==> src/common/soc_defs.svh <==
`ifndef SOC_DEFS_SVH
`define SOC_DEFS_SVH

// data RAM window
// size counted in 32-bit words
`define RAM_BASE    64'h0000_0000_0000_1000
`define RAM_WORDS   1024

// single-address peripheral registers
`define KEY_ADDR    64'h0000_0000_0000_8000
`define UART_ADDR   64'h0000_0000_0000_8008
`define SDC_ADDR    64'h0000_0000_0000_8010
`define SDC_READ    64'h0000_0000_0000_8018
`define SDC_READY   64'h0000_0000_0000_8020
`define SDC_AVAIL   64'h0000_0000_0000_8028

// sd sector buffer window, one byte per address
`define SDC_BASE    64'h0000_0000_0000_9000
`define SDC_BYTES   512

// byte lanes making up one RAM word
`define LANES       4

`endif

==> src/common/soc_pkg.sv <==
package soc_pkg;

    // bus side widths
    typedef logic [63:0] addr_t;
    typedef logic [63:0] dword_t;

    // RAM side widths
    typedef logic [31:0] word_t;
    typedef logic [7:0]  byte_t;
    typedef logic [9:0]  lane_addr_t;

    // [1:0] gives the size as byte, half, word or double
    // [2] marks an unsigned load
    typedef logic [2:0]  mem_op_t;

    typedef struct packed {
        addr_t   addr;
        dword_t  wdata;
        logic    rd;
        logic    wr;
        mem_op_t op;
    } bus_req_t;

    // one write port of a byte lane
    typedef struct packed {
        logic       we;
        lane_addr_t index;
        byte_t      data;
    } lane_wr_t;

    typedef enum logic {store_idle, store_high_beat} store_state_e;
    typedef enum logic [1:0] {load_idle, load_low_beat, load_high_beat, load_finish} load_state_e;
    typedef enum logic [1:0] {sd_st_idle, sd_st_filling, sd_st_full} sd_state_e;

endpackage

==> src/memory/load_align.sv <==
`timescale 1ns/1ps
`include "soc_defs.svh"

module load_align (
    input  logic                        clock_1hz,
    input  logic                        KEY0,
    input  logic                        ram_load,
    input  soc_pkg::bus_req_t           bus_req,
    input  soc_pkg::byte_t [`LANES-1:0] lane_bytes,
    output soc_pkg::lane_addr_t         rd_index,
    output soc_pkg::dword_t             ram_result,
    output logic                        ram_done
);

    soc_pkg::load_state_e state;
    soc_pkg::addr_t       ram_off;
    soc_pkg::lane_addr_t  base_index;
    soc_pkg::word_t       lane_word;
    soc_pkg::word_t       lo_word;
    soc_pkg::word_t       shifted;
    logic                 sign_ext;

    // address and op stay held until the read completes
    assign ram_off    = bus_req.addr - `RAM_BASE;
    assign base_index = ram_off[11:2];
    assign rd_index   = (state == soc_pkg::load_high_beat) ? base_index + 10'd1 : base_index;

    // lane 0 is the least significant byte
    assign lane_word = lane_bytes;
    assign shifted   = lane_word >> {bus_req.addr[1:0], 3'b000};
    assign sign_ext  = ~bus_req.op[2];
    assign ram_done  = (state == soc_pkg::load_finish);

    always_comb begin
        case (bus_req.op[1:0])
            2'd0:    ram_result = {{56{shifted[7] & sign_ext}}, shifted[7:0]};
            2'd1:    ram_result = {{48{shifted[15] & sign_ext}}, shifted[15:0]};
            2'd2:    ram_result = {{32{shifted[31] & sign_ext}}, shifted};
            default: ram_result = {lane_word, lo_word};
        endcase
    end

    // low beat reads the word, ld adds a second read of the next index
    always_ff @(posedge clock_1hz or negedge KEY0) begin
        if (!KEY0) begin
            state <= soc_pkg::load_idle;
        end else begin
            case (state)
                soc_pkg::load_idle: begin
                    if (ram_load) begin
                        state <= soc_pkg::load_low_beat;
                    end
                end
                soc_pkg::load_low_beat: begin
                    if (bus_req.op[1:0] == 2'd3) begin
                        state <= soc_pkg::load_high_beat;
                    end else begin
                        state <= soc_pkg::load_finish;
                    end
                end
                soc_pkg::load_high_beat: state <= soc_pkg::load_finish;
                default:                 state <= soc_pkg::load_idle;
            endcase
        end
    end

    // low half of ld, lanes show it during the high beat
    always_ff @(posedge clock_1hz) begin
        if (state == soc_pkg::load_high_beat) begin
            lo_word <= lane_word;
        end
    end

endmodule

==> config.mk <==
export PLATFORM = sky130hd
export DESIGN_NAME = load_align
export DESIGN_NICKNAME = d
export VERILOG_FILES = /design/src/common/soc_pkg.sv /design/src/memory/load_align.sv
export VERILOG_INCLUDE_DIRS = /design/src /design/src/common
export SDC_FILE = /design/constraint.sdc
export NUM_CORES = 1
export LEC_CHECK = 0
export BUFFER_PORTS_ARGS = -buffer_cell sky130_fd_sc_hd__buf_2
export CAP_MARGIN = 20
export CORE_AREA = 2 2 95 97
export CTS_CLUSTER_DIAMETER = 120
export DETAILED_ROUTE_END_ITERATION = 8
export DIE_AREA = 0 0 97 99
export PLACE_DENSITY = 0.69
export SLEW_MARGIN = 20
export SYNTH_ARGS = -nofsm -noshare
export SYNTH_HDL_FRONTEND = slang
export SYNTH_SLANG_ARGS = --single-unit
==> constraint.sdc <==
create_clock -name clock_1hz -period 3.8 [get_ports clock_1hz]
set_clock_uncertainty 0.15 [all_clocks]
set_input_delay 0.57 -clock clock_1hz [delete_from_list [all_inputs] [get_ports clock_1hz]]
set_output_delay 0.57 -clock clock_1hz [all_outputs]
set_load 0.01 [all_outputs]
==> summary.md <==
| Metric | Value |
|---|---|
| Yosys warning total | `0` |
| Delay-heaviest family, CP | `simple AND/OR/NAND/NOR gates` |
| Worst slack at placement | `728 ps` |
| Peak supply drop | `169 uV` |
| Worst setup SP type | `flop` |
| H-tree lvl count | `2` |
| Top post-synthesis cells by count | `83 x nand2_1, 37 x nor2_1, 32 x edfxtp_1` |
| Post-CTS resize count | `0` |
| Syn Std Cell Area | `2640 um^2` |
| Slew margin rel. | `48.4%` |
| Critical Path Stages | `7` |
| Power per cell area | `420 nW/um^2` |
| Die Height | `99 um` |
| IO Port Bufs | `124` |
| Antenna diodes | `0` |
| Critical path arrival | `2380 ps` |
| Num CTS Buffers | `5` |
| Crit Path Class | `reg -> out` |
| Synth area leaders | `edfxtp_1 36%, nand2_1 12%, mux2i_1 6.1%` |
| Post-route ant nets | `0` |
| Vias in the first global route | `2,443` |
| Final nets | `602` |
| Drt wl/cell | `15.8 um` |
| Total core area | `8550 um^2` |
| Initial core utilization | `30.9%` |
| Fin crit period | `3100 ps` |
| CP endpoint kind | `output port` |
| Top cell type's share of synthesized area | `36.4%` |
| Hold Path Origin | `lane_bytes[4]` |
| Sink Count | `34` |
| Area leader, netlist | `edfxtp_1` |
| Bufs on Longest Clock Path | `2` |
| Worst path bufs/invs | `2` |
| Worst setup path end | `rd_index[9]` |
| Leakage power | `1.66 nW` |
| Worst Tran Pin Value | `770 ps` |
| Syn Area/Cell | `8.52 um^2` |
| Status | `finished clean` |
| Tcrit/Tclk final | `81.6%` |
| Share of cells above drive strength 1 | `36.5%` |
| Unrepaired setup endpoints after global routing | `no` |
| Post-CTS setup repair buffer count | `0` |
| Post-synth EDFFs | `32` |
| Post-synth cell types | `38` |
| Largest net degree at the start of global routing | `35` |
| DR vias | `2,645` |
| # IOs | `243` |
| Final Wtd Congestion | `0.785` |
| Max incr delay on CP | `560 ps` |
| Final Cell Area | `3450 um^2` |
| DRC | `0` |
| Layout area overhead | `30.5%` |
| Cell Chain, Critical Path | `inv_1 -> ha_2 -> nand4_1 -> nor2_1 -> nand4_1 -> xnor2_1 -> buf_2` |
| Rows | `34` |
| Die width | `97 um` |
| Worst Reg-to-Reg Cells | `3` |
| Worst skew pair latency | `280 ps` |
| Syn nets | `483` |
| Max_cap viols | `0` |
| Cts hold-fix bufs | `1` |
| Fmax | `323 MHz` |
| Final TNS setup | `0 ps` |
| Die ar. | `9600 um^2` |
| Tot GR Track Use | `17.2%` |
| Final setup vio count | `0` |
| Flops & latches, synth | `34` |
| Post-synth top flop | `edfxtp_1` |
| Worst Setup SP | `state[0]` |
| CP required | `3080 ps` |
| Most used cell, CP | `nand4_1` |
| Ys async rst share | `5.88%` |
| Top-count cell post-synth | `nand2_1` |
| Placed Area | `3350 um^2` |
| Detail-routed via count per cell | `4.92` |
| Final hold vios | `0` |
| Overflow after GRT | `0` |
| Post-Route WL | `8.48 mm` |
| Root Buffer | `clkbuf_8` |
| Mapped Cells | `310` |
| Initial antenna violation count | `0` |
| TritonCTS clock tree | `built` |
| Min setup slack post-route | `701 ps` |
| CP max-delay cell | `ha_2` |
| Hold crit path type | `in -> reg` |
| Pre-antenna DRT Iters | `4` |
| First-pass GRT wire length | `13.0 mm` |
| Post-DP HPWL | `6.25 mm` |
| Reg2reg start | `state[0]` |
| Worst Path Max Fanout | `24` |
| Reg2reg end | `lo_word[1]` |
| Worst reg2reg setup slack | `1900 ps` |
| Worst-path clk slew | `70 ps` |
| Initial DRC count | `86` |
| Register area share after synthesis | `38.3%` |
| Core Util, Final | `40.3%` |
| Slew Viols, Final | `0` |
worst register-to-register path: stages, from the launching register on:
cell and delay [ps]:
dfrtp_1 410, inv_1 110, ha_2 560, buf_4 360
cells in the final DEF, fill, tap and decap left out, types with 7 or more instances in the layout:
master	Yosys	final
buf_2	6	124
nand2_1	83	83
nor2_1	37	37
edfxtp_1	32	32
a21oi_1	24	24
mux2i_1	16	16
mux2_2	9	9
o21ai_0	9	9
buf_4	0	9
and2_1	8	8
nor2b_1	8	8
o221a_1	7	7
a211oi_1	7	7
flip-flops by register name, indices dropped and copies added (netlist names):
signal and cells:
lo_word 32, state 2
stage by stage:
step                total power [mW]  hold WS [ps]  instances
CTS                             1.46           325        538
global route                    1.54           327        538
global placement                1.16           205        529
finish                          1.45           331        538
detailed placement              1.18           209        529
floorplan                      0.945           124        310
logic make-up after synthesis:
family          count (synthesis)  share of synthesized area (%)
simple gates                  154                           25.1
flops                          34                           38.3
compound gates                 56                           15.6
xor+xnor                        9                           2.99
fa+ha+maj                       5                           2.37
buf+inv                        26                           5.12
mux                            26                           10.5
worst min path at each step:
stage	slack (ps)	cells after the start	end
floorplan	120	0	state[0]
global placement	210	1	state[1]
detailed placement	210	1	state[1]
CTS	320	1	lo_word[4]
global route	330	1	lo_word[4]
finish	330	1	lo_word[4]
final cells by class:
class	count	area (um^2)
well taps	108	135
inverters	4	15.0
multi-input cells	250	1500
fillers	879	5100
repair buffers	134	698
flip-flops and latches	34	1010
clock buffers	8	90.1
where the power goes:
group          internal [mW]  switching [mW]  total [mW]  leakage [nW]
sequential             0.566          0.0344       0.601         0.326
clock                  0.148           0.134       0.282        0.0455
combinational          0.214           0.350       0.564          1.29
metal layers:
metal  track usage, %  wire length (um)  up-vias  share of wire (%)
li1                 -                 -     1315                  -
met1             23.5              4020     1201                 47
met2             27.7              3690      125                 43
met3             4.68               718        4                8.5
met4             3.25                52        0               0.61
met5                0                 0        -                  0
No activity file was read; power rests on OpenSTA's default activity.
