<file path="config.mk">
export PLATFORM = sky130hd
export DESIGN_NAME = store_lane_steer
export DESIGN_NICKNAME = d
export VERILOG_FILES = /design/src/common/soc_pkg.sv /design/src/memory/store_lane_steer.sv
export VERILOG_INCLUDE_DIRS = /design/src /design/src/common
export SDC_FILE = /design/constraint.sdc
export NUM_CORES = 1
export LEC_CHECK = 0
export ABC_AREA = 1
export BUFFER_PORTS_ARGS = -buffer_cell sky130_fd_sc_hd__buf_2
export CORE_AREA = 5 5 119 76
export DETAILED_ROUTE_END_ITERATION = 6
export DIE_AREA = 0 0 124 81
export GPL_TIMING_DRIVEN = 0
export PLACE_DENSITY_LB_ADDON = 0.05
export SLEW_MARGIN = 20
export SYNTH_ARGS = -nofsm -noshare
export SYNTH_HDL_FRONTEND = slang
export SYNTH_SLANG_ARGS = --single-unit
</file>
<file path="constraint.sdc">
create_clock -name clock_1hz -period 1.2 [get_ports clock_1hz]
set_clock_uncertainty 0.15 [all_clocks]
set_input_delay 0.12 -clock clock_1hz [delete_from_list [all_inputs] [get_ports clock_1hz]]
set_output_delay 0.12 -clock clock_1hz [all_outputs]
set_load 0.005 [all_outputs]
</file>
<file path="src/common/soc_defs.svh">
`ifndef SOC_DEFS_SVH
`define SOC_DEFS_SVH

// data RAM window
// size counted in 32-bit words
`define RAM_BASE    64'h0000_0000_0000_1000
`define RAM_WORDS   1024

// single-address peripheral registers
`define KEY_ADDR    64'h0000_0000_0000_8000
`define UART_ADDR   64'h0000_0000_0000_8008
`define SDC_ADDR    64'h0000_0000_0000_8010
`define SDC_READ    64'h0000_0000_0000_8018
`define SDC_READY   64'h0000_0000_0000_8020
`define SDC_AVAIL   64'h0000_0000_0000_8028

// sd sector buffer window, one byte per address
`define SDC_BASE    64'h0000_0000_0000_9000
`define SDC_BYTES   512

// byte lanes making up one RAM word
`define LANES       4

`endif

</file>
<file path="src/common/soc_pkg.sv">
package soc_pkg;

    // bus side widths
    typedef logic [63:0] addr_t;
    typedef logic [63:0] dword_t;

    // RAM side widths
    typedef logic [31:0] word_t;
    typedef logic [7:0]  byte_t;
    typedef logic [9:0]  lane_addr_t;

    // [1:0] gives the size as byte, half, word or double
    // [2] marks an unsigned load
    typedef logic [2:0]  mem_op_t;

    typedef struct packed {
        addr_t   addr;
        dword_t  wdata;
        logic    rd;
        logic    wr;
        mem_op_t op;
    } bus_req_t;

    // one write port of a byte lane
    typedef struct packed {
        logic       we;
        lane_addr_t index;
        byte_t      data;
    } lane_wr_t;

    typedef enum logic {store_idle, store_high_beat} store_state_e;
    typedef enum logic [1:0] {load_idle, load_low_beat, load_high_beat, load_finish} load_state_e;
    typedef enum logic [1:0] {sd_st_idle, sd_st_filling, sd_st_full} sd_state_e;

endpackage

</file>
<file path="src/memory/store_lane_steer.sv">
`timescale 1ns/1ps
`include "soc_defs.svh"

module store_lane_steer (
    input  logic                           clock_1hz,
    input  logic                           KEY0,
    input  logic                           ram_store,
    input  soc_pkg::bus_req_t              bus_req,
    output soc_pkg::lane_wr_t [`LANES-1:0] lane_wr
);

    soc_pkg::store_state_e state;
    soc_pkg::addr_t        ram_off;
    soc_pkg::lane_addr_t   base_index;
    soc_pkg::lane_addr_t   hi_index;
    soc_pkg::word_t        hi_word;
    soc_pkg::word_t        lo_shifted;
    logic [`LANES-1:0]     lo_mask;
    logic                  is_double;

    // word index inside the RAM window
    assign ram_off    = bus_req.addr - `RAM_BASE;
    assign base_index = ram_off[11:2];
    assign is_double  = (bus_req.op[1:0] == 2'd3);

    // move store data up to its starting lane
    assign lo_shifted = bus_req.wdata[31:0] << {bus_req.addr[1:0], 3'b000};

    // lanes covered by the store size
    always_comb begin
        case (bus_req.op[1:0])
            2'd0:    lo_mask = 4'b0001 << bus_req.addr[1:0];
            2'd1:    lo_mask = 4'b0011 << bus_req.addr[1:0];
            default: lo_mask = 4'b1111;
        endcase
    end

    // high beat of sd owns all lanes for one cycle
    always_comb begin
        for (int k = 0; k < `LANES; k++) begin
            if (state == soc_pkg::store_high_beat) begin
                lane_wr[k].we    = 1'b1;
                lane_wr[k].index = hi_index;
                lane_wr[k].data  = hi_word[8*k +: 8];
            end else begin
                lane_wr[k].we    = ram_store & lo_mask[k];
                lane_wr[k].index = base_index;
                lane_wr[k].data  = lo_shifted[8*k +: 8];
            end
        end
    end

    always_ff @(posedge clock_1hz or negedge KEY0) begin
        if (!KEY0) begin
            state <= soc_pkg::store_idle;
        end else if (state == soc_pkg::store_high_beat) begin
            state <= soc_pkg::store_idle;
        end else if (ram_store && is_double) begin
            state <= soc_pkg::store_high_beat;
        end
    end

    // upper word and its index, written on the next cycle
    always_ff @(posedge clock_1hz) begin
        if (ram_store && is_double) begin
            hi_word  <= bus_req.wdata[63:32];
            hi_index <= base_index + 10'd1;
        end
    end

endmodule

</file>
==> flow_summary_export.csv <==
group,metric,value,unit
timing,grt_setup_unrepaired,"true",
floorplan,die_x,124,um
layout,fillCellCount,687,
synth,yosysWarnings,0,
setup_path,crit_start,"state",
floorplan,rows,25,
clock_tree,cts.reportedPaths.clkPinSlew,0.06,ns
setup_path,crit_required,0.93,ns
timing,tightest_slew,0.379,ns
floorplan,initial_utilization,36.4,%
detailed_routing,drtPass1Iterations,5,
detailed_routing,postRouteAntennaNets,0,
detailed_routing,via_per_inst,4.68,
clock_tree,cts_sinks,43,
synth,ys_seq_area_share,45.7,%
global_route,grt-ovfl-total,0,
synth,synth_cell_types,25,
clock_tree,cts_tree,"done",
layout,final_core_util,61.1,%
global_route,grt_max_degree,17,
synth,synthCells,305,
global_route,grtUsageTotal,19.8,%
power_and_ir_drop,peakVddDrop,524,uV
floorplan,io_pins,212,
clock_tree,clk_latency,0.28,ns
floorplan,placeableCoreArea,0.00773,mm^2
synth,syn-num-nets,442,
timing,layout_setup_ws,-0.630,ns
floorplan,die_area,0.0100,mm^2
synth,synth_top_area_share,44.8,%
timing,timing.slew.headroom,74.7,%
detailed_routing,num_vias,2939,
place,place_congestion,0.820,
place,hpwl,7570,um
power_and_ir_drop,power_leakage,2.23,nW
timing,maxSlewViolCount,0,
setup_path,worst_r2r_endpoint,"state",
setup_path,r2r_setup_slack,-0.06,ns
timing,max_freq,547,MHz
run_status,outcome,"finished, violations left",
setup_path,worstSetupStartpointType,"register",
synth,async_reset_ff_share,2.33,%
global_route,grt_pass1_wl,14800,um
synth,synth_edf_count,42,
place,pre_cts_ws,-0.718,ns
setup_path,endpoint,"lane_wr[60]",
layout,syn_to_final_growth,67.7,%
detailed_routing,detail_route.wirelength,10100,um
setup_path,arrival,1.56,ns
timing,min_period,1.83,ns
layout,final_cell_mix,"156 x buf_2, 85 x nand2_1, 42 x edfxtp_1",
global_route,first_global_vias,2831,
global_route,antenna_found_initial,0,
clock_tree,cts_buffers,5,
place,numPortBuffers,155,
power_and_ir_drop,finalPower,4.42,mW
detailed_routing,drt_iter0_drc,188,
layout,final_common_cell,"buf_2",
synth,synth_ff_type,"edfxtp_1",
setup_path,r2r-start,"state",
timing,finalCritPeriodShare,152,%
clock_tree,clock-root-buffer,"clkbuf_16",
run,drv_cap,0,
synth,synth_area_leaders,"edfxtp_1 45%, nand2_1 13%, buf_4 8.3%, o211ai_2 5.3%, o21ai_0 3.4%",
detailed_routing,wl_per_cell,16.0,um
clock_tree,clock_path_buffers,2,
timing,setup_violations,77,
setup_path,ff2ff_path_depth,3,
setup_path,crit_path_max_fanout,10,
setup_path,cp-end-kind,"output port",
timing,holdWs,0.0126,ns
detailed_routing,drc,0,
synth,syn_area,0.00281,mm^2
layout,diodes,0,
timing,fin_setup_tns,-42.45,ns
power_and_ir_drop,powerDensity,936,mW/mm^2
synth,synth_top_area_cell,"edfxtp_1",
run_status,violations,"negative setup slack",
setup_path,worstSetupPathType,"register to output port",
synth,synth_seq_cells,43,
synth,avgSynthCellArea,9.22,um^2
worst_hold_path,min_path_type,"primary input to register",
floorplan,die_h,81,um
layout,drive_gt1_share,52.5,%
timing,hold_viol_final,0,
layout,final_nets,656,
clock_tree,h-tree-depth,2,
-- per-layer routing --
metal / track usage (%) / routed length, um / share of wire [%] / vias up
met5: 0 / 0 / 0 / -
met4: 3.93 / 77 / 0.77 / 0
met3: 6.26 / 1080 / 11 / 9
met2: 29.6 / 4250 / 42 / 141
met1: 28.0 / 4660 / 46 / 1351
li1: - / - / - / 1438
-- worst min-delay path by stage --
stage | to | depth (start not counted) | from
after floorplan | state | 0 | KEY0
after global placement | state | 1 | KEY0
after detailed placement | state | 1 | KEY0
after CTS | hi_index[7] | 3 | bus_req[78]
after global routing | hi_index[1] | 2 | bus_req[71]
final | hi_index[7] | 3 | bus_req[78]
-- through the flow --
| step | instance area (um^2) | cells |
|---|---|---|
| floorplan | 2960 | 305 |
| finish | 4720 | 628 |
| global placement | 3870 | 568 |
| global route | 4720 | 628 |
| detailed placement | 3910 | 570 |
| CTS | 4660 | 628 |
-- report_power, final --
group / total (mW) / internal [mW] / switching (mW)
Clock: 1.39 / 0.826 / 0.560
Sequential: 1.75 / 1.73 / 0.0210
Combinational: 1.28 / 0.679 / 0.601
-- kinds of logic (layout without fill, tap and decap cells) --
logic type,count (synthesis),after routing,share of synthesized area (%)
AOI/OAI and AO/OA,67,67,18.5
DFF,43,43,45.7
xor gates and xnor gates,4,4,1.25
adders and majority gates,1,1,0.445
buffers and inverters,70,284,16.2
and+or+nand+nor,120,121,17.9
-- final cells by class --
| class | count | area (um^2) | area share, % |
|---|---|---|---|
| flip-flops and latches | 43 | 1290 | 27.3 |
| plain buffers | 44 | 443 | 9.39 |
| repair buffers | 206 | 1360 | 28.9 |
| well taps | 108 | 135 | 2.86 |
| clock buffers | 7 | 143 | 3.02 |
| clock inverters | 1 | 5.00 | 0.106 |
| multi-input cells | 193 | 1230 | 26.1 |
| inverters | 26 | 114 | 2.41 |
-- cell usage after synthesis, types with 2 or more instances --
library cell,instances
a22o_1,8
o21ai_0,19
edfxtp_1,42
buf_4,31
nand2_1,97
inv_1,23
inv_6,2
xor2_1,4
nor2_4,2
buf_6,8
o21ai_1,5
nand3_1,6
o211ai_1,12
o211ai_2,12
nor2_1,10
a21oi_1,2
buf_2,5
nand4_1,2
o21ai_2,9
-- repair_timing --
| item | CTS | global route |
|---|---|---|
| endpoints found under the hold margin | 37 | 0 |
| gates cloned | 4 | 0 |
| pin swaps | 18 | 4 |
| gates resized for setup | 25 | 16 |
| setup endpoints to repair | 119 | 79 |
| hold buffers | 38 | 0 |
| buffers inserted | 8 | 0 |
-- worst max-delay path, stage by stage (launching register included) --
cell and delay (ns):
dfrtp_1 0.39, buf_6 0.14, nor2_4 0.12, inv_1 0.20, o211ai_1 0.27, buf_2 0.16
-- registers in the layout, summed over array words and instances (netlist names) --
register,count
hi_index,10
state,1
hi_word,32
(Power assumes the default switching activity.)
