===== config.mk =====
export PLATFORM = sky130hd
export DESIGN_NAME = sd_sector_buffer
export DESIGN_NICKNAME = d
export VERILOG_FILES = /design/src/common/soc_pkg.sv /design/src/rtl/sd_sector_buffer.sv
export VERILOG_INCLUDE_DIRS = /design/src /design/src/common
export SDC_FILE = /design/constraint.sdc
export NUM_CORES = 2
export LEC_CHECK = 0
export BUFFER_PORTS_ARGS = -buffer_cell sky130_fd_sc_hd__buf_2
export CORE_ASPECT_RATIO = 1.75
export CORE_UTILIZATION = 68
export DETAILED_ROUTE_END_ITERATION = 10
export HOLD_SLACK_MARGIN = 0.15
export PLACE_DENSITY = 0.92
export SYNTH_ARGS = -nofsm -noshare
export SYNTH_HDL_FRONTEND = slang
export SYNTH_SLANG_ARGS = --single-unit

===== constraint.sdc =====
create_clock -name clock_1hz -period 5.65 [get_ports clock_1hz]
set_input_delay 0.8475 -clock clock_1hz [delete_from_list [all_inputs] [get_ports clock_1hz]]
set_output_delay 0.8475 -clock clock_1hz [all_outputs]
set_load 0.03 [all_outputs]

===== src/common/soc_defs.svh =====
`ifndef SOC_DEFS_SVH
`define SOC_DEFS_SVH

// data RAM window
// size counted in 32-bit words
`define RAM_BASE    64'h0000_0000_0000_1000
`define RAM_WORDS   1024

// single-address peripheral registers
`define KEY_ADDR    64'h0000_0000_0000_8000
`define UART_ADDR   64'h0000_0000_0000_8008
`define SDC_ADDR    64'h0000_0000_0000_8010
`define SDC_READ    64'h0000_0000_0000_8018
`define SDC_READY   64'h0000_0000_0000_8020
`define SDC_AVAIL   64'h0000_0000_0000_8028

// sd sector buffer window, one byte per address
`define SDC_BASE    64'h0000_0000_0000_9000
`define SDC_BYTES   512

// byte lanes making up one RAM word
`define LANES       4

`endif


===== src/common/soc_pkg.sv =====
package soc_pkg;

    // bus side widths
    typedef logic [63:0] addr_t;
    typedef logic [63:0] dword_t;

    // RAM side widths
    typedef logic [31:0] word_t;
    typedef logic [7:0]  byte_t;
    typedef logic [9:0]  lane_addr_t;

    // [1:0] gives the size as byte, half, word or double
    // [2] marks an unsigned load
    typedef logic [2:0]  mem_op_t;

    typedef struct packed {
        addr_t   addr;
        dword_t  wdata;
        logic    rd;
        logic    wr;
        mem_op_t op;
    } bus_req_t;

    // one write port of a byte lane
    typedef struct packed {
        logic       we;
        lane_addr_t index;
        byte_t      data;
    } lane_wr_t;

    typedef enum logic {store_idle, store_high_beat} store_state_e;
    typedef enum logic [1:0] {load_idle, load_low_beat, load_high_beat, load_finish} load_state_e;
    typedef enum logic [1:0] {sd_st_idle, sd_st_filling, sd_st_full} sd_state_e;

endpackage


===== src/rtl/sd_sector_buffer.sv =====
`timescale 1ns/1ps
`include "soc_defs.svh"

module sd_sector_buffer (
    input  logic           clock_1hz,
    input  logic           KEY0,
    input  logic           sd_write_addr,
    input  logic           sd_start,
    input  soc_pkg::word_t wdata,
    input  logic [8:0]     sd_read_index,
    output soc_pkg::byte_t sd_byte,
    output logic           sd_full,
    input  soc_pkg::byte_t sd_dout,
    input  logic           sd_byte_available,
    output logic           sd_rd_start,
    output soc_pkg::word_t sd_addr
);

    soc_pkg::sd_state_e state;
    soc_pkg::byte_t     sector [`SDC_BYTES];
    logic [9:0]         count;
    logic               avail_d;
    logic               byte_edge;
    logic               capture;

    // rising edge of the controller's byte strobe
    assign byte_edge = sd_byte_available && !avail_d;
    assign capture   = (state == soc_pkg::sd_st_filling) && byte_edge
                       && (count < 10'(`SDC_BYTES));

    // controller keeps reading while filling
    assign sd_rd_start = (state == soc_pkg::sd_st_filling);
    assign sd_full     = (state == soc_pkg::sd_st_full);
    assign sd_byte     = sector[sd_read_index];

    always_ff @(posedge clock_1hz or negedge KEY0) begin
        if (!KEY0) begin
            state   <= soc_pkg::sd_st_idle;
            count   <= '0;
            avail_d <= 1'b0;
            sd_addr <= '0;
        end else begin
            avail_d <= sd_byte_available;
            if (sd_write_addr) begin
                sd_addr <= wdata;
            end
            // a new start restarts the sector from any state
            if (sd_start) begin
                state <= soc_pkg::sd_st_filling;
                count <= '0;
            end else if (state == soc_pkg::sd_st_filling) begin
                if (count == 10'(`SDC_BYTES)) begin
                    state <= soc_pkg::sd_st_full;
                end else if (capture) begin
                    count <= count + 10'd1;
                end
            end
        end
    end

    always_ff @(posedge clock_1hz) begin
        if (capture) begin
            sector[count[8:0]] <= sd_dout;
        end
    end

endmodule


==> flow_summary.ini, run 1 <==
[sta]
worst-ep-kind = primary output
postGrtWorstEndpoint = sd_byte[4]

[synthesis]
syn_nets = 8266
synthFlopType = edfxtp_1
synthTopCellsByArea = edfxtp_1 76%, mux4_2 9.1%, mux2i_1 4.8%
synth.avg_cell_area_um2 = 19.7
synth_top_area_share = 0.759
synth_area_um2 = 162000
synth_seq_cells = 4141
yosysSeqAreaShare = 0.766
synthArstFlopShare = 0.0109
syn_inst = 8208
yosys.cell_types.count = 55
yosysWarnings = 0
yosysTopAreaCell = edfxtp_1
synth_enable_flop_cells = 4096

[global_route]
grt_use_total = 0.684
grt.overflow.total = 182
grt_max_degree = 209

[clock_tree]
max-clock-path-buffers = 4
numCtsBuffers = 325
cts_max_level = 5
clock_sinks = 4141
post_cts_buffers = 0
root_buffer = clkbuf_16

[floorplanning]
die_y_um = 648
top_level_ports = 96
fp-row-count = 236
die_w_um = 371
start_util = 0.685

[outcome]
error_line = [ERROR GRT-0232] Routing congestion too high. Check the congestion heatmap in the GUI.
status = stopped before the end
stop_stage = 5_1_grt

[placed_design]
placed_cells = 11104
post-place-ws_ns = -0.164
io_buffers = 95
post-dp-hpwl_mm = 289
gp_congestion = 1.03
[Yosys cell counts, types with 10 or more instances]
library cell / count
a31oi_1: 10
mux2i_1: 773
a22oi_1: 53
mux4_2: 653
buf_1: 31
nor2_1: 669
buf_12: 26
o221ai_1: 365
clkbuf_1: 252
nor4_1: 12
buf_2: 83
buf_8: 16
buf_6: 75
edfxtp_1: 4096
mux2_2: 49
dfrtp_1: 45
nand3_1: 58
a21oi_1: 178
nand2_1: 145
o21ai_1: 21
o21ai_0: 124
nor3_1: 97
o22ai_1: 180
nand4_1: 42
o211a_1: 14
buf_4: 43
[layer usage]
layer | GRT overflow | global-route usage
met1 | 9 | 0.634
met2 | 97 | 0.823
met3 | 6 | 0.600
met4 | 69 | 0.676
met5 | 1 | 0.434
[per-stage QoR]
stage	cell area (µm²)	hold WS, ns
detailed placement	166000	0.499
global placement	166000	0.477
floorplan	162000	0.464
CTS	177000	0.162
[kinds of logic after synthesis]
family | after synthesis | synth area share
XOR/XNOR | 8 | 0.000432
multiplexers | 1479 | 0.143
adder cells (fa/ha/maj) | 4 | 0.000309
flip-flops | 4141 | 0.766
AO/OA/AOI/OAI | 981 | 0.0423
AND/OR/NAND/NOR | 1062 | 0.0274
buffers and inverters | 533 | 0.0212
[repair_timing]
action	CTS
gates cloned	0
resized for setup	11
endpoints found under the hold margin	1
hold buffers	1
endpoints found under the setup margin	6
==> run 2: changes to the inputs <==
--- a/config.mk
+++ b/config.mk
@@ -7,11 +7,9 @@
 export NUM_CORES = 2
 export LEC_CHECK = 0
 export BUFFER_PORTS_ARGS = -buffer_cell sky130_fd_sc_hd__buf_2
-export CORE_ASPECT_RATIO = 1.75
-export CORE_UTILIZATION = 68
+export CORE_UTILIZATION = 40
 export DETAILED_ROUTE_END_ITERATION = 10
-export HOLD_SLACK_MARGIN = 0.15
-export PLACE_DENSITY = 0.92
+export PLACE_DENSITY_LB_ADDON = 0.15
 export SYNTH_ARGS = -nofsm -noshare
 export SYNTH_HDL_FRONTEND = slang
 export SYNTH_SLANG_ARGS = --single-unit
==> flow_summary.ini, run 2 <==
[finish]
largest_reg_flops = 4096
area.growth.synth_to_final_pct = 13.3
fin_cells = 14335
nets = 8606
layout.cells.most_common_list = 4,096 x edfxtp_1, 773 x mux2i_1, 665 x nor2_1
multi_input_area_um2 = 34700
final-seq-area_um2 = 124000
final_common_cell = edfxtp_1
final_util = 0.456
num-fill-cells = 34213
drive_gt1_frac = 0.200

[placed_design]
io_buffers = 95
placed_cells = 13513
post-dp-hpwl_mm = 276
post-place-ws_ns = -0.0751
gp_congestion = 0.838

[synthesis]
yosys.cell_types.count = 55
yosysTopAreaCell = edfxtp_1
synth.most_common_cell = edfxtp_1
synth_area_um2 = 162000
yosysSeqAreaShare = 0.766
synth_seq_cells = 4141
synth_enable_flop_cells = 4096
yosys-top-cells-count = 4,096 x edfxtp_1, 773 x mux2i_1, 669 x nor2_1, 653 x mux4_2, 365 x o221ai_1
yosysWarnings = 0
synthTopCellsByArea = edfxtp_1 76%, mux4_2 9.1%, mux2i_1 4.8%
synthFlopType = edfxtp_1
synthArstFlopShare = 0.0109
syn_nets = 8266
synth.avg_cell_area_um2 = 19.7
syn_inst = 8208
synth_top_area_share = 0.759

[hold_path]
hold_path.class = in2reg

[floorplanning]
core-area_um2 = 403000
die_y_um = 639
fp-row-count = 233
dieArea_um2 = 408000
start_util = 0.402
die_w_um = 639
top_level_ports = 96

[sta]
max_freq_mhz = 177
skew_ns = 0.0756
worstMarginPinSlew_ns = 1.19
min_period_ns = 5.64
post-route-period-util = 0.998
slew_headroom = 0.207
final_max_slew_viol_count = 0
setup_viol = 0
finalHoldViolations = 0
fin_ws_ns = 0.00884

[global_route]
grt_util_met1 = 0.312
use_met2 = 0.352
top_usage_layer = met2
grt_pass1_wl_mm = 641
grt_pass1_vias = 83685
grtUsageMet3 = 0.0314
grt.overflow.total = 0
antenna_found_initial = 26
grt_use_total = 0.219
grt_max_degree = 176

[clock_tree]
max-clock-path-buffers = 4
root_buffer = clkbuf_16
post_cts_buffers = 0
clock_sinks = 4141
clkTransAtPathRegs_ns = 0.06
numCtsBuffers = 437
clkLatencyLatePin_ns = 1.02
cts_tree = done
cts_max_level = 5

[drt]
drtPass1Iterations = 6
routed_via_density = 5.76
drtAntennaViolNets = 0
drt_iter0_markers = 8854
wl_mm = 453
drt_drc_violations_left = 0
vias = 82537
wl_per_cell_um = 31.6

[worst_setup_path]
cp-start-kind = input pin
critPathKind = in2out
crit_path_end_kind = output port
required_ns = 4.80
critPathArrivalTime_ns = 4.79
critical_path.max_fanout = 32

[power]
p_leak_nw = 58.3
ir_drop_mv = 0.348
p_per_area_nw_per_um2 = 354

[outcome]
status = finished clean

[flow_run]
cap_violations = 0
## run 2: cell counts after synthesis
Identical to the previous run, type by type.
## run 2: area by class of cell
type | count | area share
inverter | 7 | 0.000184
clock buffer | 541 | 0.0625
clock inverter | 270 | 0.0132
sequential | 4141 | 0.676
tap | 5405 | 0.0368
antenna | 10 | 0.000136
timing repair buffer | 427 | 0.0226
multi-input combinational | 3534 | 0.189
## run 2: path summary, 6_finish.rpt
path / start / end / slack (ns) / cells after the start
setup / recovery: sd_read_index[0] / sd_byte[7] / 0.009 / 11
hold / removal: wdata[11] / sd_addr[11] / 0.13 / 2
setup reg to reg: state[0] / sector[101][4] / 1.75 / 8
hold reg to reg: sd_addr[8] / sd_addr[8] / 0.50 / 1
max in group asynchronous: KEY0 / count[4] / 4.58 / 3
min in group asynchronous: KEY0 / sd_addr[10] / 0.55 / 3
## run 2: metal layers
layer,up-vias,part of all wire
met5,-,0.00019
met4,12,0.027
met3,629,0.062
met2,2829,0.48
met1,44315,0.43
li1,34752,-
## run 2: kinds of logic (layout without fill, tap and decap cells)
kind of cell | after synthesis | count (layout) | synth area share
compound gates | 981 | 981 | 0.0423
xor+xnor | 8 | 8 | 0.000432
fa+ha+maj | 4 | 4 | 0.000309
buf+inv | 533 | 1245 | 0.0212
flops | 4141 | 4141 | 0.766
mux | 1479 | 1479 | 0.143
other cells | 0 | 10 | 0
simple gates | 1062 | 1062 | 0.0274
## run 2: what timing repair did
item                                   CTS  global route
resized for setup                        1             1
setup endpoints to repair                1             1
hold buffers                             1             0
endpoints found under the hold margin   39             0
## run 2: critical path, stage by stage
cell and delay (ns):
buf_12 0.33, buf_12 0.34, buf_4 0.37, mux2i_1 0.13, o221ai_1 0.27, a21oi_1 0.17, nor4_1 0.54, nand4_1 0.20
nor2_2 0.49, o211a_1 0.58, buf_2 0.30
## run 2: where the power goes
group | internal (mW) | leakage, nW | total, mW | switching (mW)
clock network | 16.0 | 6.78 | 28.0 | 12.0
registers | 33.8 | 37.3 | 33.8 | 0.0155
logic | 1.05 | 14.2 | 3.27 | 2.21
total | 50.8 | 58.3 | 65.1 | 14.3
## run 2: through the flow
stage	TNS, ns	instance area, µm²	total power, mW	hold WS (ns)
3_3_place_gp	-0.117	170000	37.7	0.479
3_5_place_dp	-0.0751	170000	37.7	0.490
4_1_cts	0	184000	65.6	0.0335
6_report	0	184000	65.1	0.131
2_1_floorplan	0	162000	36.2	0.464
5_1_grt	-0.0378	184000	66.8	0.0807
No activity file was read; power rests on OpenSTA's default activity.
