--- src/common/soc_defs.svh ---
`ifndef SOC_DEFS_SVH
`define SOC_DEFS_SVH

// data RAM window
// size counted in 32-bit words
`define RAM_BASE    64'h0000_0000_0000_1000
`define RAM_WORDS   1024

// single-address peripheral registers
`define KEY_ADDR    64'h0000_0000_0000_8000
`define UART_ADDR   64'h0000_0000_0000_8008
`define SDC_ADDR    64'h0000_0000_0000_8010
`define SDC_READ    64'h0000_0000_0000_8018
`define SDC_READY   64'h0000_0000_0000_8020
`define SDC_AVAIL   64'h0000_0000_0000_8028

// sd sector buffer window, one byte per address
`define SDC_BASE    64'h0000_0000_0000_9000
`define SDC_BYTES   512

// byte lanes making up one RAM word
`define LANES       4

`endif

--- src/common/soc_pkg.sv ---
package soc_pkg;

    // bus side widths
    typedef logic [63:0] addr_t;
    typedef logic [63:0] dword_t;

    // RAM side widths
    typedef logic [31:0] word_t;
    typedef logic [7:0]  byte_t;
    typedef logic [9:0]  lane_addr_t;

    // [1:0] gives the size as byte, half, word or double
    // [2] marks an unsigned load
    typedef logic [2:0]  mem_op_t;

    typedef struct packed {
        addr_t   addr;
        dword_t  wdata;
        logic    rd;
        logic    wr;
        mem_op_t op;
    } bus_req_t;

    // one write port of a byte lane
    typedef struct packed {
        logic       we;
        lane_addr_t index;
        byte_t      data;
    } lane_wr_t;

    typedef enum logic {store_idle, store_high_beat} store_state_e;
    typedef enum logic [1:0] {load_idle, load_low_beat, load_high_beat, load_finish} load_state_e;
    typedef enum logic [1:0] {sd_st_idle, sd_st_filling, sd_st_full} sd_state_e;

endpackage

--- src/rtl/mmio_ctrl.sv ---
`timescale 1ns/1ps
`include "soc_defs.svh"

module mmio_ctrl (
    input  logic              clock_1hz,
    input  logic              KEY0,
    input  soc_pkg::bus_req_t bus_req,
    output soc_pkg::dword_t   bus_read_data,
    output logic              bus_read_done,
    output logic              ram_store,
    output logic              ram_load,
    input  soc_pkg::dword_t   ram_result,
    input  logic              ram_done,
    output logic              sd_write_addr,
    output logic              sd_start,
    output logic [8:0]        sd_read_index,
    input  soc_pkg::byte_t    sd_byte,
    input  logic              sd_full,
    input  logic              sd_ready,
    input  soc_pkg::byte_t    key_ascii,
    input  logic              key_pressed,
    input  logic              irq_ack,
    output logic [3:0]        irq_vector,
    output logic              uart_write,
    output soc_pkg::byte_t    uart_data
);

    soc_pkg::addr_t  sdc_off;
    soc_pkg::dword_t periph_data;
    logic            ram_sel;
    logic            sdc_win_sel;
    logic            key_sel;
    logic            uart_sel;
    logic            key_pressed_d;
    logic            key_edge;

    // address windows
    assign ram_sel     = (bus_req.addr >= `RAM_BASE) && (bus_req.addr < `RAM_BASE + 4 * `RAM_WORDS);
    assign sdc_win_sel = (bus_req.addr >= `SDC_BASE) && (bus_req.addr < `SDC_BASE + `SDC_BYTES);
    assign key_sel     = (bus_req.addr == `KEY_ADDR);
    assign uart_sel    = (bus_req.addr == `UART_ADDR);

    // strobes routed to the blocks behind the decoder
    assign ram_store     = bus_req.wr && ram_sel;
    assign ram_load      = bus_req.rd && ram_sel;
    assign sd_write_addr = bus_req.wr && (bus_req.addr == `SDC_ADDR);
    assign sd_start      = bus_req.wr && (bus_req.addr == `SDC_READ);
    assign sdc_off       = bus_req.addr - `SDC_BASE;
    assign sd_read_index = sdc_off[8:0];

    // unmapped reads fall through to zero
    always_comb begin
        periph_data = '0;
        if (key_sel) begin
            periph_data = {56'd0, key_ascii};
        end else if (bus_req.addr == `SDC_READY) begin
            periph_data = {63'd0, sd_ready};
        end else if (bus_req.addr == `SDC_AVAIL) begin
            periph_data = {63'd0, sd_full};
        end else if (sdc_win_sel) begin
            periph_data = {56'd0, sd_byte};
        end
    end

    // done drops on the strobe, rises with the data
    always_ff @(posedge clock_1hz or negedge KEY0) begin
        if (!KEY0) begin
            bus_read_done <= 1'b1;
            bus_read_data <= '0;
        end else if (bus_req.rd) begin
            bus_read_done <= 1'b0;
        end else if (!bus_read_done) begin
            if (!ram_sel) begin
                bus_read_data <= periph_data;
                bus_read_done <= 1'b1;
            end else if (ram_done) begin
                bus_read_data <= ram_result;
                bus_read_done <= 1'b1;
            end
        end
    end

    // key press edge with a printable code raises vector 1
    assign key_edge = key_pressed && !key_pressed_d;

    always_ff @(posedge clock_1hz or negedge KEY0) begin
        if (!KEY0) begin
            key_pressed_d <= 1'b0;
            irq_vector    <= 4'd0;
            uart_write    <= 1'b0;
        end else begin
            key_pressed_d <= key_pressed;
            if (key_edge && (key_ascii != 8'd0)) begin
                irq_vector <= 4'd1;
            end
            // ack wins over a press in the same cycle
            if (irq_ack) begin
                irq_vector <= 4'd0;
            end
            uart_write <= bus_req.wr && uart_sel;
        end
    end

    // character held for the uart pulse
    always_ff @(posedge clock_1hz) begin
        if (bus_req.wr && uart_sel) begin
            uart_data <= bus_req.wdata[7:0];
        end
    end

endmodule

--- config.mk ---
export PLATFORM = sky130hd
export DESIGN_NAME = mmio_ctrl
export DESIGN_NICKNAME = d
export VERILOG_FILES = /design/src/common/soc_pkg.sv /design/src/rtl/mmio_ctrl.sv
export VERILOG_INCLUDE_DIRS = /design/src /design/src/common
export SDC_FILE = /design/constraint.sdc
export NUM_CORES = 1
export LEC_CHECK = 0
export ABC_CLOCK_PERIOD_IN_PS = 4000
export BUFFER_PORTS_ARGS = -buffer_cell sky130_fd_sc_hd__clkbuf_2
export CELL_PAD_IN_SITES_DETAIL_PLACEMENT = 0
export CELL_PAD_IN_SITES_GLOBAL_PLACEMENT = 1
export CORE_MARGIN = 4
export CORE_UTILIZATION = 27
export CTS_CLUSTER_DIAMETER = 200
export DETAILED_ROUTE_END_ITERATION = 6
export PLACE_DENSITY_LB_ADDON = 0.3
export SLEW_MARGIN = 20
export SYNTH_ARGS = -nofsm -noshare
export SYNTH_HDL_FRONTEND = slang
export SYNTH_SLANG_ARGS = --single-unit
--- constraint.sdc ---
create_clock -name clock_1hz -period 4 [get_ports clock_1hz]
set_input_delay 0.6 -clock clock_1hz [delete_from_list [all_inputs] [get_ports clock_1hz]]
set_output_delay 0.6 -clock clock_1hz [all_outputs]
set_load 0.01 [all_outputs]
==> results of run 1 <==
-- synth_stat cells (all sizes together) --
library cell and count:
and4 1, o31a 1, o21ai 65, a31oi 1, and4b 1, nor4b 3
nand2 122, nand2b 2, nor2 6, and3 2, or3 1, a222oi 7
o31ai 1, buf 26, nand4 3, edfxtp 8, and2 3, clkbuf 6
a21oi 2, conb 1, or2 2, dfrtp 67, nor4 19, mux2 1
nor3 1, dfstp 1, inv 2, nand3 3
-- worst paths after layout --
path                       depth (start not counted)                    startpoint  slack [ns]                             to
min                                                1                          KEY0        0.39  bus_read_data[52]$_DFFE_PN0P_
min in group clock_1hz                             1                   key_pressed        0.40        key_pressed_d$_DFF_PN0_
max reg2reg                                        4       bus_read_done$_DFF_PN1_        2.36  bus_read_data[39]$_DFFE_PN0P_
max in group asynchronous                          1                          KEY0        3.03  bus_read_data[18]$_DFFE_PN0P_
max                                                7                  bus_req[105]        0.98                  sd_write_addr
min reg2reg                                        2  bus_read_data[8]$_DFFE_PN0P_        0.47   bus_read_data[8]$_DFFE_PN0P_
-- logic make-up (layout without fill, tap and decap cells) --
kind of cell | after synthesis | count (layout) | synth area share (%)
AO/OA/AOI/OAI | 77 | 77 | 13.09
buffers and inverters | 34 | 269 | 6.378
flip-flops | 76 | 76 | 57.58
multiplexers | 1 | 1 | 0.3337
other | 1 | 3 | 0.1111
AND/OR/NAND/NOR | 169 | 169 | 22.51
-- registers in the layout (all words and copies together) (netlist names) --
register and flops:
bus_read_data 64, bus_read_done 1, irq_vector 1, key_pressed_d 1
uart_data 8, uart_write 1
-- power groups by stage --
stage	sequential, mW	combinational, mW	clock (mW)
detailed placement	0.799	0.145	0
finish	0.785	0.142	0.960
CTS	0.785	0.145	0.990
global placement	0.799	0.143	0
global route	0.784	0.162	1.03
floorplan	0.800	0.0454	0
-- layout by cell type, fill, tap and decap left out, types with 2 or more instances in the layout --
master	synthesis	final
o21ai_1	11	11
inv_1	2	2
nand4_1	3	3
bufinv_16	0	3
buf_4	22	3
clkbuf_2	0	247
nor2_1	5	5
and2_1	3	3
nand2_1	122	122
and3_1	2	2
o21ai_0	54	54
conb_1	1	3
a21oi_1	2	2
edfxtp_1	8	8
a222oi_1	7	7
nand2b_1	2	2
nand3_1	3	3
nor4_1	19	19
dfrtp_1	67	67
nor4b_1	2	2
clkbuf_16	0	10
-- area by class of cell --
| cell class | count | share of cell area (%) |
|---|---|---|
| Clock inverter | 5 | 2.115 |
| Inverter | 2 | 0.1493 |
| Clock buffer | 11 | 5.051 |
| Multi-Input combinational cell | 250 | 24.43 |
| Tap cell | 168 | 4.180 |
| Sequential cell | 76 | 38.64 |
| Timing Repair Buffer | 251 | 25.43 |
-- worst max-delay path, delay by kind of cell --
family / cells / cell delay [ns]
buffers and inverters: 2 / 0.21
and+or+nand+nor: 5 / 1.61
-- through the flow --
step                power (mW)  worst slack [ns]  utilization, %
floorplan               0.8457             1.414               -
global placement        0.9419            0.9293           38.54
detailed placement      0.9440            0.9425           38.54
CTS                      1.920            0.9304           41.52
global route             1.974            0.7124           41.52
finish                   1.887            0.9781           41.52
-- routing by layer --
metal	GRT usage (%)	vias to the layer above	wire, um
li1	-	1684	-
met1	17.68	1536	4388
met2	27.44	173	5455
met3	3.911	8	894
met4	3.865	0	99
met5	0	-	0
==> impl_metrics.yaml, run 1 <==
floorplanning:
  dieWidth_um: 119.8
  die-area_um2: 14350
  die_h_um: 119.8
  start_util_pct: 27.86
  core-area_um2: 12110
  num_rows: 40
  num_io_pins: 311
power:
  seq_power_share_pct: 41.6
  pwr-share-clk_pct: 50.9
  p_switching_mw: 0.3852
  internal_power_mw: 1.502
  power_frac_comb_pct: 7.5
  cellPowerDensity_nw_per_um2: 375.2
  peakVddDrop_v: 0.0002063
  switching_share_pct: 20.42
  p_leak_nw: 2.506
worst_setup_path:
  path_cells: "clkbuf_2 -> nor4_1 -> nand4_1 -> or3_4 -> nor4_1 -> and4b_1 -> clkbuf_2"
  cp.arrival_ns: 2.42
  cp-end-kind: "primary output"
  critical_path.max_stage_delay_ns: 0.47
  setup.worst_path.class: "primary input to primary output"
  crit_slowest_cell: "or3_4"
  worstPathMaxFanout: 5
  setup.worst_path.start_class: "primary input"
  cp.required_ns: 3.40
global_routing:
  grt_use_total_pct: 15.11
  grt_overflow: 0
  grt_pass1_wl_um: 17440
  antenna_found_initial: 0
  grt_max_degree: 74
  first_global_vias: 3542
clock_network:
  cts.reportedPaths.clkPinSlew_ns: 0.06
  cts-root-buf: "clkbuf_16"
  cts_hold_repair.buffers: 0
  ctsResizeCount: 0
  numCtsBuffers: 9
  cts_tree: "done"
  clock_sinks: 76
  ctsLongestPathBuffers: 2
  post-cts-setup-buffer-count: 0
  clk_latency_ns: 0.32
  ctsHtreeMaxLevel: 3
placed_design:
  io_buffers: 248
  dpl.hpwl_um: 8722
  dpl.cell_count: 747
  gp_congestion: 0.8070
  place_area_um2: 4668
yosys:
  ys_seq_elements: 76
  postSynthAreaPerCell_um2: 9.426
  ys_seq_area_share_pct: 57.58
  synth.area.top_cells: "dfrtp_1, nand2_1, o21ai_0"
  synth.top_cell.area_share_pct: 49.68
  syn_inst: 358
  synth_cell_types: 33
  ys_warn_count: 0
  yosys.area.top_type: "dfrtp_1"
  syn_area_um2: 3374
detailed_routing:
  drt-total-wl_um: 10840
  vias: 3401
  ant_nets: 0
  drc_errors: 2
  vias_per_cell: 4.457
  wire_per_inst_um: 14.21
  first_iter_violations: 213
  firstDrtPassIters: 7
sta:
  drv_slew: 0
  worstMarginPinSlew_ns: 0.8747
  post-route-period-util_pct: 75.55
  fin_crit_ns: 3.022
  finalSetupTns_ns: 0
  hold-worst-slack_ns: 0.3894
  setup_violations: 0
  skew_ns: 0.003176
  hold_viol_final: 0
  rsz0062_at_grt: "false"
  relSlewSlack_pct: 41.69
  fmax_mhz: 330.9
status:
  status: "finished with violations"
  violations: "design-rule violations"
finish:
  layout-drive-gt1-share_pct: 45.88
  diodes: 0
  fill_cells: 1289
  area_growth_pct: 49.02
  fin_cells: 763
  design_area_um2: 5029
  area.sequential_um2: 1943
  final_net_count: 810
  multi_input_area_um2: 1229
hold_path:
  hold_path.class: "primary input to async pin"
job:
  cap_violations: 0
Power figures use the tool's default switching activity.
==> run 2: changes to the inputs <==
--- a/config.mk
+++ b/config.mk
@@ -6,12 +6,13 @@
 export SDC_FILE = /design/constraint.sdc
 export NUM_CORES = 1
 export LEC_CHECK = 0
-export ABC_CLOCK_PERIOD_IN_PS = 4000
+export ABC_CLOCK_PERIOD_IN_PS = 2720
 export BUFFER_PORTS_ARGS = -buffer_cell sky130_fd_sc_hd__clkbuf_2
 export CELL_PAD_IN_SITES_DETAIL_PLACEMENT = 0
 export CELL_PAD_IN_SITES_GLOBAL_PLACEMENT = 1
+export CORE_ASPECT_RATIO = 2
 export CORE_MARGIN = 4
-export CORE_UTILIZATION = 27
+export CORE_UTILIZATION = 22
 export CTS_CLUSTER_DIAMETER = 200
 export DETAILED_ROUTE_END_ITERATION = 6
 export PLACE_DENSITY_LB_ADDON = 0.3
==> constraint.sdc (replaced) <==
create_clock -name clock_1hz -period 2.72 [get_ports clock_1hz]
set_input_delay 0.408 -clock clock_1hz [delete_from_list [all_inputs] [get_ports clock_1hz]]
set_output_delay 0.408 -clock clock_1hz [all_outputs]
set_load 0.01 [all_outputs]
==> run 2 against run 1 <==
The flow now finishes without violations. Clock power up 35%. Clock skew up 0.0021 ns. First-iteration DRC count decreased by 57%. Critical path type unchanged. Critical endpoint unchanged.
==> impl_metrics.yaml, run 2 (same netlist as run 1, synthesis figures left out) <==
worst_setup_path:
  path_buf_inv: 4
  worstPathMaxFanout: 3
  crit_slowest_cell: "or3_4"
  critical_path.max_stage_delay_ns: 0.45
  cp.required_ns: 2.31
  path_cells: "clkbuf_2 -> nor4_1 -> buf_4 -> nand4_1 -> or3_4 -> nor4_4 -> buf_4 -> and4b_1 -> clkbuf_2"
  cp-end-kind: "primary output"
  setup.worst_path.start_class: "primary input"
  setup.worst_path.class: "primary input to primary output"
  critPathTopFamily: "simple AND/OR/NAND/NOR gates"
  cp.arrival_ns: 2.20
  rrSetupSlack_ns: 1.40
clock_network:
  cts.reportedPaths.clkPinSlew_ns: 0.05
  clk_latency_ns: 0.33
  cts_tree: "done"
  post-cts-setup-buffer-count: 0
  clock_sinks: 76
  cts_hold_repair.buffers: 0
  ctsLongestPathBuffers: 2
  ctsResizeCount: 2
  numCtsBuffers: 9
  ctsHtreeMaxLevel: 3
  cts-root-buf: "clkbuf_16"
power:
  cellPowerDensity_nw_per_um2: 518.1
  p_leak_nw: 2.555
  peakVddDrop_v: 0.0002528
  finalPower_mw: 2.671
floorplanning:
  num_io_pins: 311
  die_h_um: 183.2
  die-area_um2: 17500
  num_rows: 63
  dieWidth_um: 95.58
  core-area_um2: 14980
  start_util_pct: 22.53
sta:
  fmax_mhz: 383.5
  skew_ns: 0.005253
  relSlewSlack_pct: 40.64
  fin_crit_ns: 2.607
  finalSetupTns_ns: 0
  post-route-period-util_pct: 95.86
  rsz0062_at_grt: "false"
  drv_slew: 0
  setup_violations: 0
  hold-worst-slack_ns: 0.1996
  hold_viol_final: 0
  worstMarginPinSlew_ns: 0.8904
global_routing:
  first_global_vias: 3554
  grt_pass1_wl_um: 18050
  antenna_found_initial: 0
  grt_use_total_pct: 13.70
  grt_max_degree: 70
  grt_overflow: 0
finish:
  diodes: 0
  largest_register_ffs: 64
  regMostFlops: "bus_read_data"
  fill_cells: 1664
  final_net_count: 818
  layout_commonest_cell: "clkbuf_2"
  area_growth_pct: 52.80
  largestRegisters: "bus_read_data (64), uart_data (8)"
  final_cell_mix: "clkbuf_2, nand2_1, dfrtp_1, o21ai_0, nor4_1"
  layout-drive-gt1-share_pct: 47.10
  multi_input_area_um2: 1256
  final_util_pct: 34.43
  design_area_um2: 5156
  area.sequential_um2: 1943
detailed_routing:
  ant_nets: 0
  vias_per_cell: 4.299
  top_layer: "met4"
  first_iter_violations: 92
  vias: 3431
  drt-total-wl_um: 11780
  met2WireLength_um: 6324
  firstDrtPassIters: 4
  drc_errors: 0
  wire_per_inst_um: 14.77
  drt-met1-wl_um: 4052
  dr_wl_met3_um: 1067
placed_design:
  gp_congestion: 0.8357
  io_buffers: 248
  dpl.hpwl_um: 9557
  place_area_um2: 4800
hold_path:
  hold_path.class: "primary input to async pin"
job:
  cap_violations: 0
status:
  status: "finished clean"
[run 2: per-stage QoR]
| step | setup slack, ns | std cells |
|---|---|---|
| global route | 0.01159 | 798 |
| detailed placement | -0.1290 | 782 |
| CTS | 0.02776 | 798 |
| finish | 0.1127 | 798 |
| floorplan | 0.4951 | 360 |
| global placement | -0.1175 | 782 |
[run 2: final cells by class]
type | count | share of cell area, %
Timing Repair Buffer | 259 | 26.69
Clock inverter | 4 | 1.407
Multi-Input combinational cell | 250 | 24.36
Tap cell | 195 | 4.732
Inverter | 2 | 0.1456
Sequential cell | 76 | 37.68
Clock buffer | 12 | 4.975
[run 2: per-layer routing]
metal	vias up	track usage, %
li1	1701	-
met1	1518	14.35
met2	196	24.40
met3	16	3.612
met4	0	7.013
met5	-	0
[run 2: final timing paths]
check	startpoint	end	cells past startpoint
worst max-delay path	bus_req[97]	sd_write_addr	9
worst min-delay path	KEY0	bus_read_data[39]$_DFFE_PN0P_	1
worst max register to register	bus_read_done$_DFF_PN1_	bus_read_data[0]$_DFFE_PN0P_	4
worst min register to register	bus_read_data[4]$_DFFE_PN0P_	bus_read_data[4]$_DFFE_PN0P_	2
max in group asynchronous	KEY0	bus_read_data[51]$_DFFE_PN0P_	1
min in group clock_1hz	key_pressed	key_pressed_d$_DFF_PN0_	1
[run 2: power breakdown]
part / switching [mW] / internal, mW
sequential: 0.00270 / 1.15
clock: 0.446 / 0.852
combinational: 0.111 / 0.108
[run 2: worst reg2reg max path: stages (launching register included)]
cell and delay (ns):
dfstp_2 0.38, nor2_1 0.19, o31ai_4 0.14, buf_12 0.20, o31a_1 0.31
==> run 3: changes to the inputs <==
--- a/config.mk
+++ b/config.mk
@@ -7,14 +7,11 @@
 export NUM_CORES = 1
 export LEC_CHECK = 0
 export ABC_CLOCK_PERIOD_IN_PS = 2720
-export BUFFER_PORTS_ARGS = -buffer_cell sky130_fd_sc_hd__clkbuf_2
-export CELL_PAD_IN_SITES_DETAIL_PLACEMENT = 0
-export CELL_PAD_IN_SITES_GLOBAL_PLACEMENT = 1
-export CORE_ASPECT_RATIO = 2
-export CORE_MARGIN = 4
-export CORE_UTILIZATION = 22
+export CORE_AREA = 4 4 118 120
 export CTS_CLUSTER_DIAMETER = 200
 export DETAILED_ROUTE_END_ITERATION = 6
+export DIE_AREA = 0 0 122 124
+export DONT_BUFFER_PORTS = 1
 export PLACE_DENSITY_LB_ADDON = 0.3
 export SLEW_MARGIN = 20
 export SYNTH_ARGS = -nofsm -noshare
==> run 3 against run 2 <==
Critical path depth decreased by 4. Global-route usage is 1.2 points lower. Power down 14%. Sequential power is essentially flat. Critical endpoint is now sd_start. Clock skew is essentially flat. Final cell count is 34% lower. Largest power group is now sequential cells. Combinational power shrank 65%. Sequential cell count unchanged. Hold slack worse by 0.096 ns. Die area is 14% lower. Highest routed layer unchanged. Worst setup slack better by 0.11 ns.
==> impl_metrics.yaml, run 3 (same netlist as run 1, synthesis figures left out) <==
global_routing:
  grt_max_degree: 122
  grt_pass1_wl_um: 14150
  first_global_vias: 2595
  antenna_found_initial: 0
  grt_use_total_pct: 12.53
  grt_overflow: 0
sta:
  hold-worst-slack_ns: 0.1038
  fmax_mhz: 399.8
  worst_slack_ns: 0.2187
  rsz0062_at_grt: "false"
  relSlewSlack_pct: 60.51
  worstMarginPinSlew_ns: 0.5869
  finalSetupTns_ns: 0
  hold_viol_final: 0
  fin_crit_ns: 2.501
  drv_slew: 0
  post-route-period-util_pct: 91.96
  skew_ns: 0.005447
  setup_violations: 0
detailed_routing:
  top_layer: "met4"
  firstDrtPassIters: 7
  dr_wl_met3_um: 1019
  ant_nets: 0
  wire_per_inst_um: 18.76
  first_iter_violations: 194
  drt-total-wl_um: 9907
  vias: 2572
  vias_per_cell: 4.871
  drc_errors: 0
  drt-met1-wl_um: 3729
  met2WireLength_um: 4908
finish:
  largest_register_ffs: 64
  diodes: 0
  final_cell_mix: "nand2_1, dfrtp_1, o21ai_0, nor4_1, o21ai_1"
  multi_input_area_um2: 1229
  largestRegisters: "bus_read_data (64), uart_data (8)"
  regMostFlops: "bus_read_data"
  fin_cells: 528
  area_growth_pct: 11.79
  layout-drive-gt1-share_pct: 7.670
  final_util_pct: 29.06
  layout_commonest_cell: "nand2_1"
  fill_cells: 1407
  area.sequential_um2: 1943
  design_area_um2: 3772
  final_net_count: 567
clock_network:
  clk_latency_ns: 0.33
  cts.reportedPaths.clkPinSlew_ns: 0.06
  ctsHtreeMaxLevel: 3
  ctsLongestPathBuffers: 2
  cts_tree: "done"
  clock_sinks: 76
  numCtsBuffers: 9
  cts-root-buf: "clkbuf_16"
power:
  p_leak_nw: 1.443
  peakVddDrop_v: 0.0002324
  finalPower_mw: 2.299
  cellPowerDensity_nw_per_um2: 609.5
placed_design:
  dpl.hpwl_um: 7837
  place_area_um2: 3470
  dpl.cell_count: 510
  io_buffers: 0
  gp_congestion: 0.8473
  dp_slack_ns: 0.1611
hold_path:
  hold_depth: 0
  hold_path.class: "primary input to register"
  holdPathEnd: "key_pressed_d$_DFF_PN0_"
  worstHoldStart: "key_pressed"
worst_setup_path:
  cp.required_ns: 2.31
  critPathTopFamily: "simple AND/OR/NAND/NOR gates"
  worstPathMaxFanout: 5
  r2r-start: "bus_read_done$_DFF_PN1_"
  r2r_end: "bus_read_data[0]$_DFFE_PN0P_"
  path_cells: "nor4_1 -> nand4_1 -> or3_4 -> nor4_1 -> and4_1"
  critical_path.max_stage_delay_ns: 0.48
  setup.worst_path.class: "primary input to primary output"
  reg2reg_depth: 5
  cp.arrival_ns: 2.09
  path_common_cell: "nor4_1"
  rrSetupSlack_ns: 1.19
  path_buf_inv: 0
  crit_slowest_cell: "or3_4"
  cp-end-kind: "primary output"
  setup.worst_path.start_class: "primary input"
status:
  status: "finished clean"
floorplanning:
  num_rows: 42
  start_util_pct: 26.00
  dieWidth_um: 122
  num_io_pins: 311
  core-area_um2: 12980
  die_h_um: 124
  die-area_um2: 15130
job:
  cap_violations: 0
run 3: worst max path at each step:
stage                  from  depth (start not counted)                      to
2_1_floorplan  bus_req[105]                          5  uart_data[0]$_DFFE_PP_
3_3_place_gp   bus_req[105]                          5                sd_start
3_5_place_dp   bus_req[105]                          5                sd_start
4_1_cts        bus_req[105]                          5                sd_start
5_1_grt        bus_req[105]                          5           sd_write_addr
6_report       bus_req[105]                          5                sd_start
run 3: repair_timing:
action | in CTS | in global routing
endpoints found under the hold margin | 68 | 0
gates resized for setup | 0 | 0
hold buffers | 2 | 0
setup buffers | 0 | 0
run 3: layout make-up:
class / count / share of cell area (%)
Inverter: 2 / 0.1990
Timing Repair Buffer: 8 / 2.852
Multi-Input combinational cell: 250 / 32.57
Clock inverter: 3 / 0.3980
Clock buffer: 13 / 6.633
Tap cell: 176 / 5.837
Sequential cell: 76 / 51.51
run 3: power breakdown:
group	leakage [nW]	total (mW)	internal (mW)	switching (mW)
Combinational	0.296	0.0768	0.0216	0.0552
Clock	0.133	1.06	0.638	0.427
Sequential	1.01	1.16	1.15	0.00482
Total	1.44	2.30	1.81	0.487
run 3: layer usage:
layer,global-route usage [%],up-vias
met4,6.162,0
met2,21.24,180
li1,-,1199
met1,14.18,1175
met3,4.223,18
met5,0,-
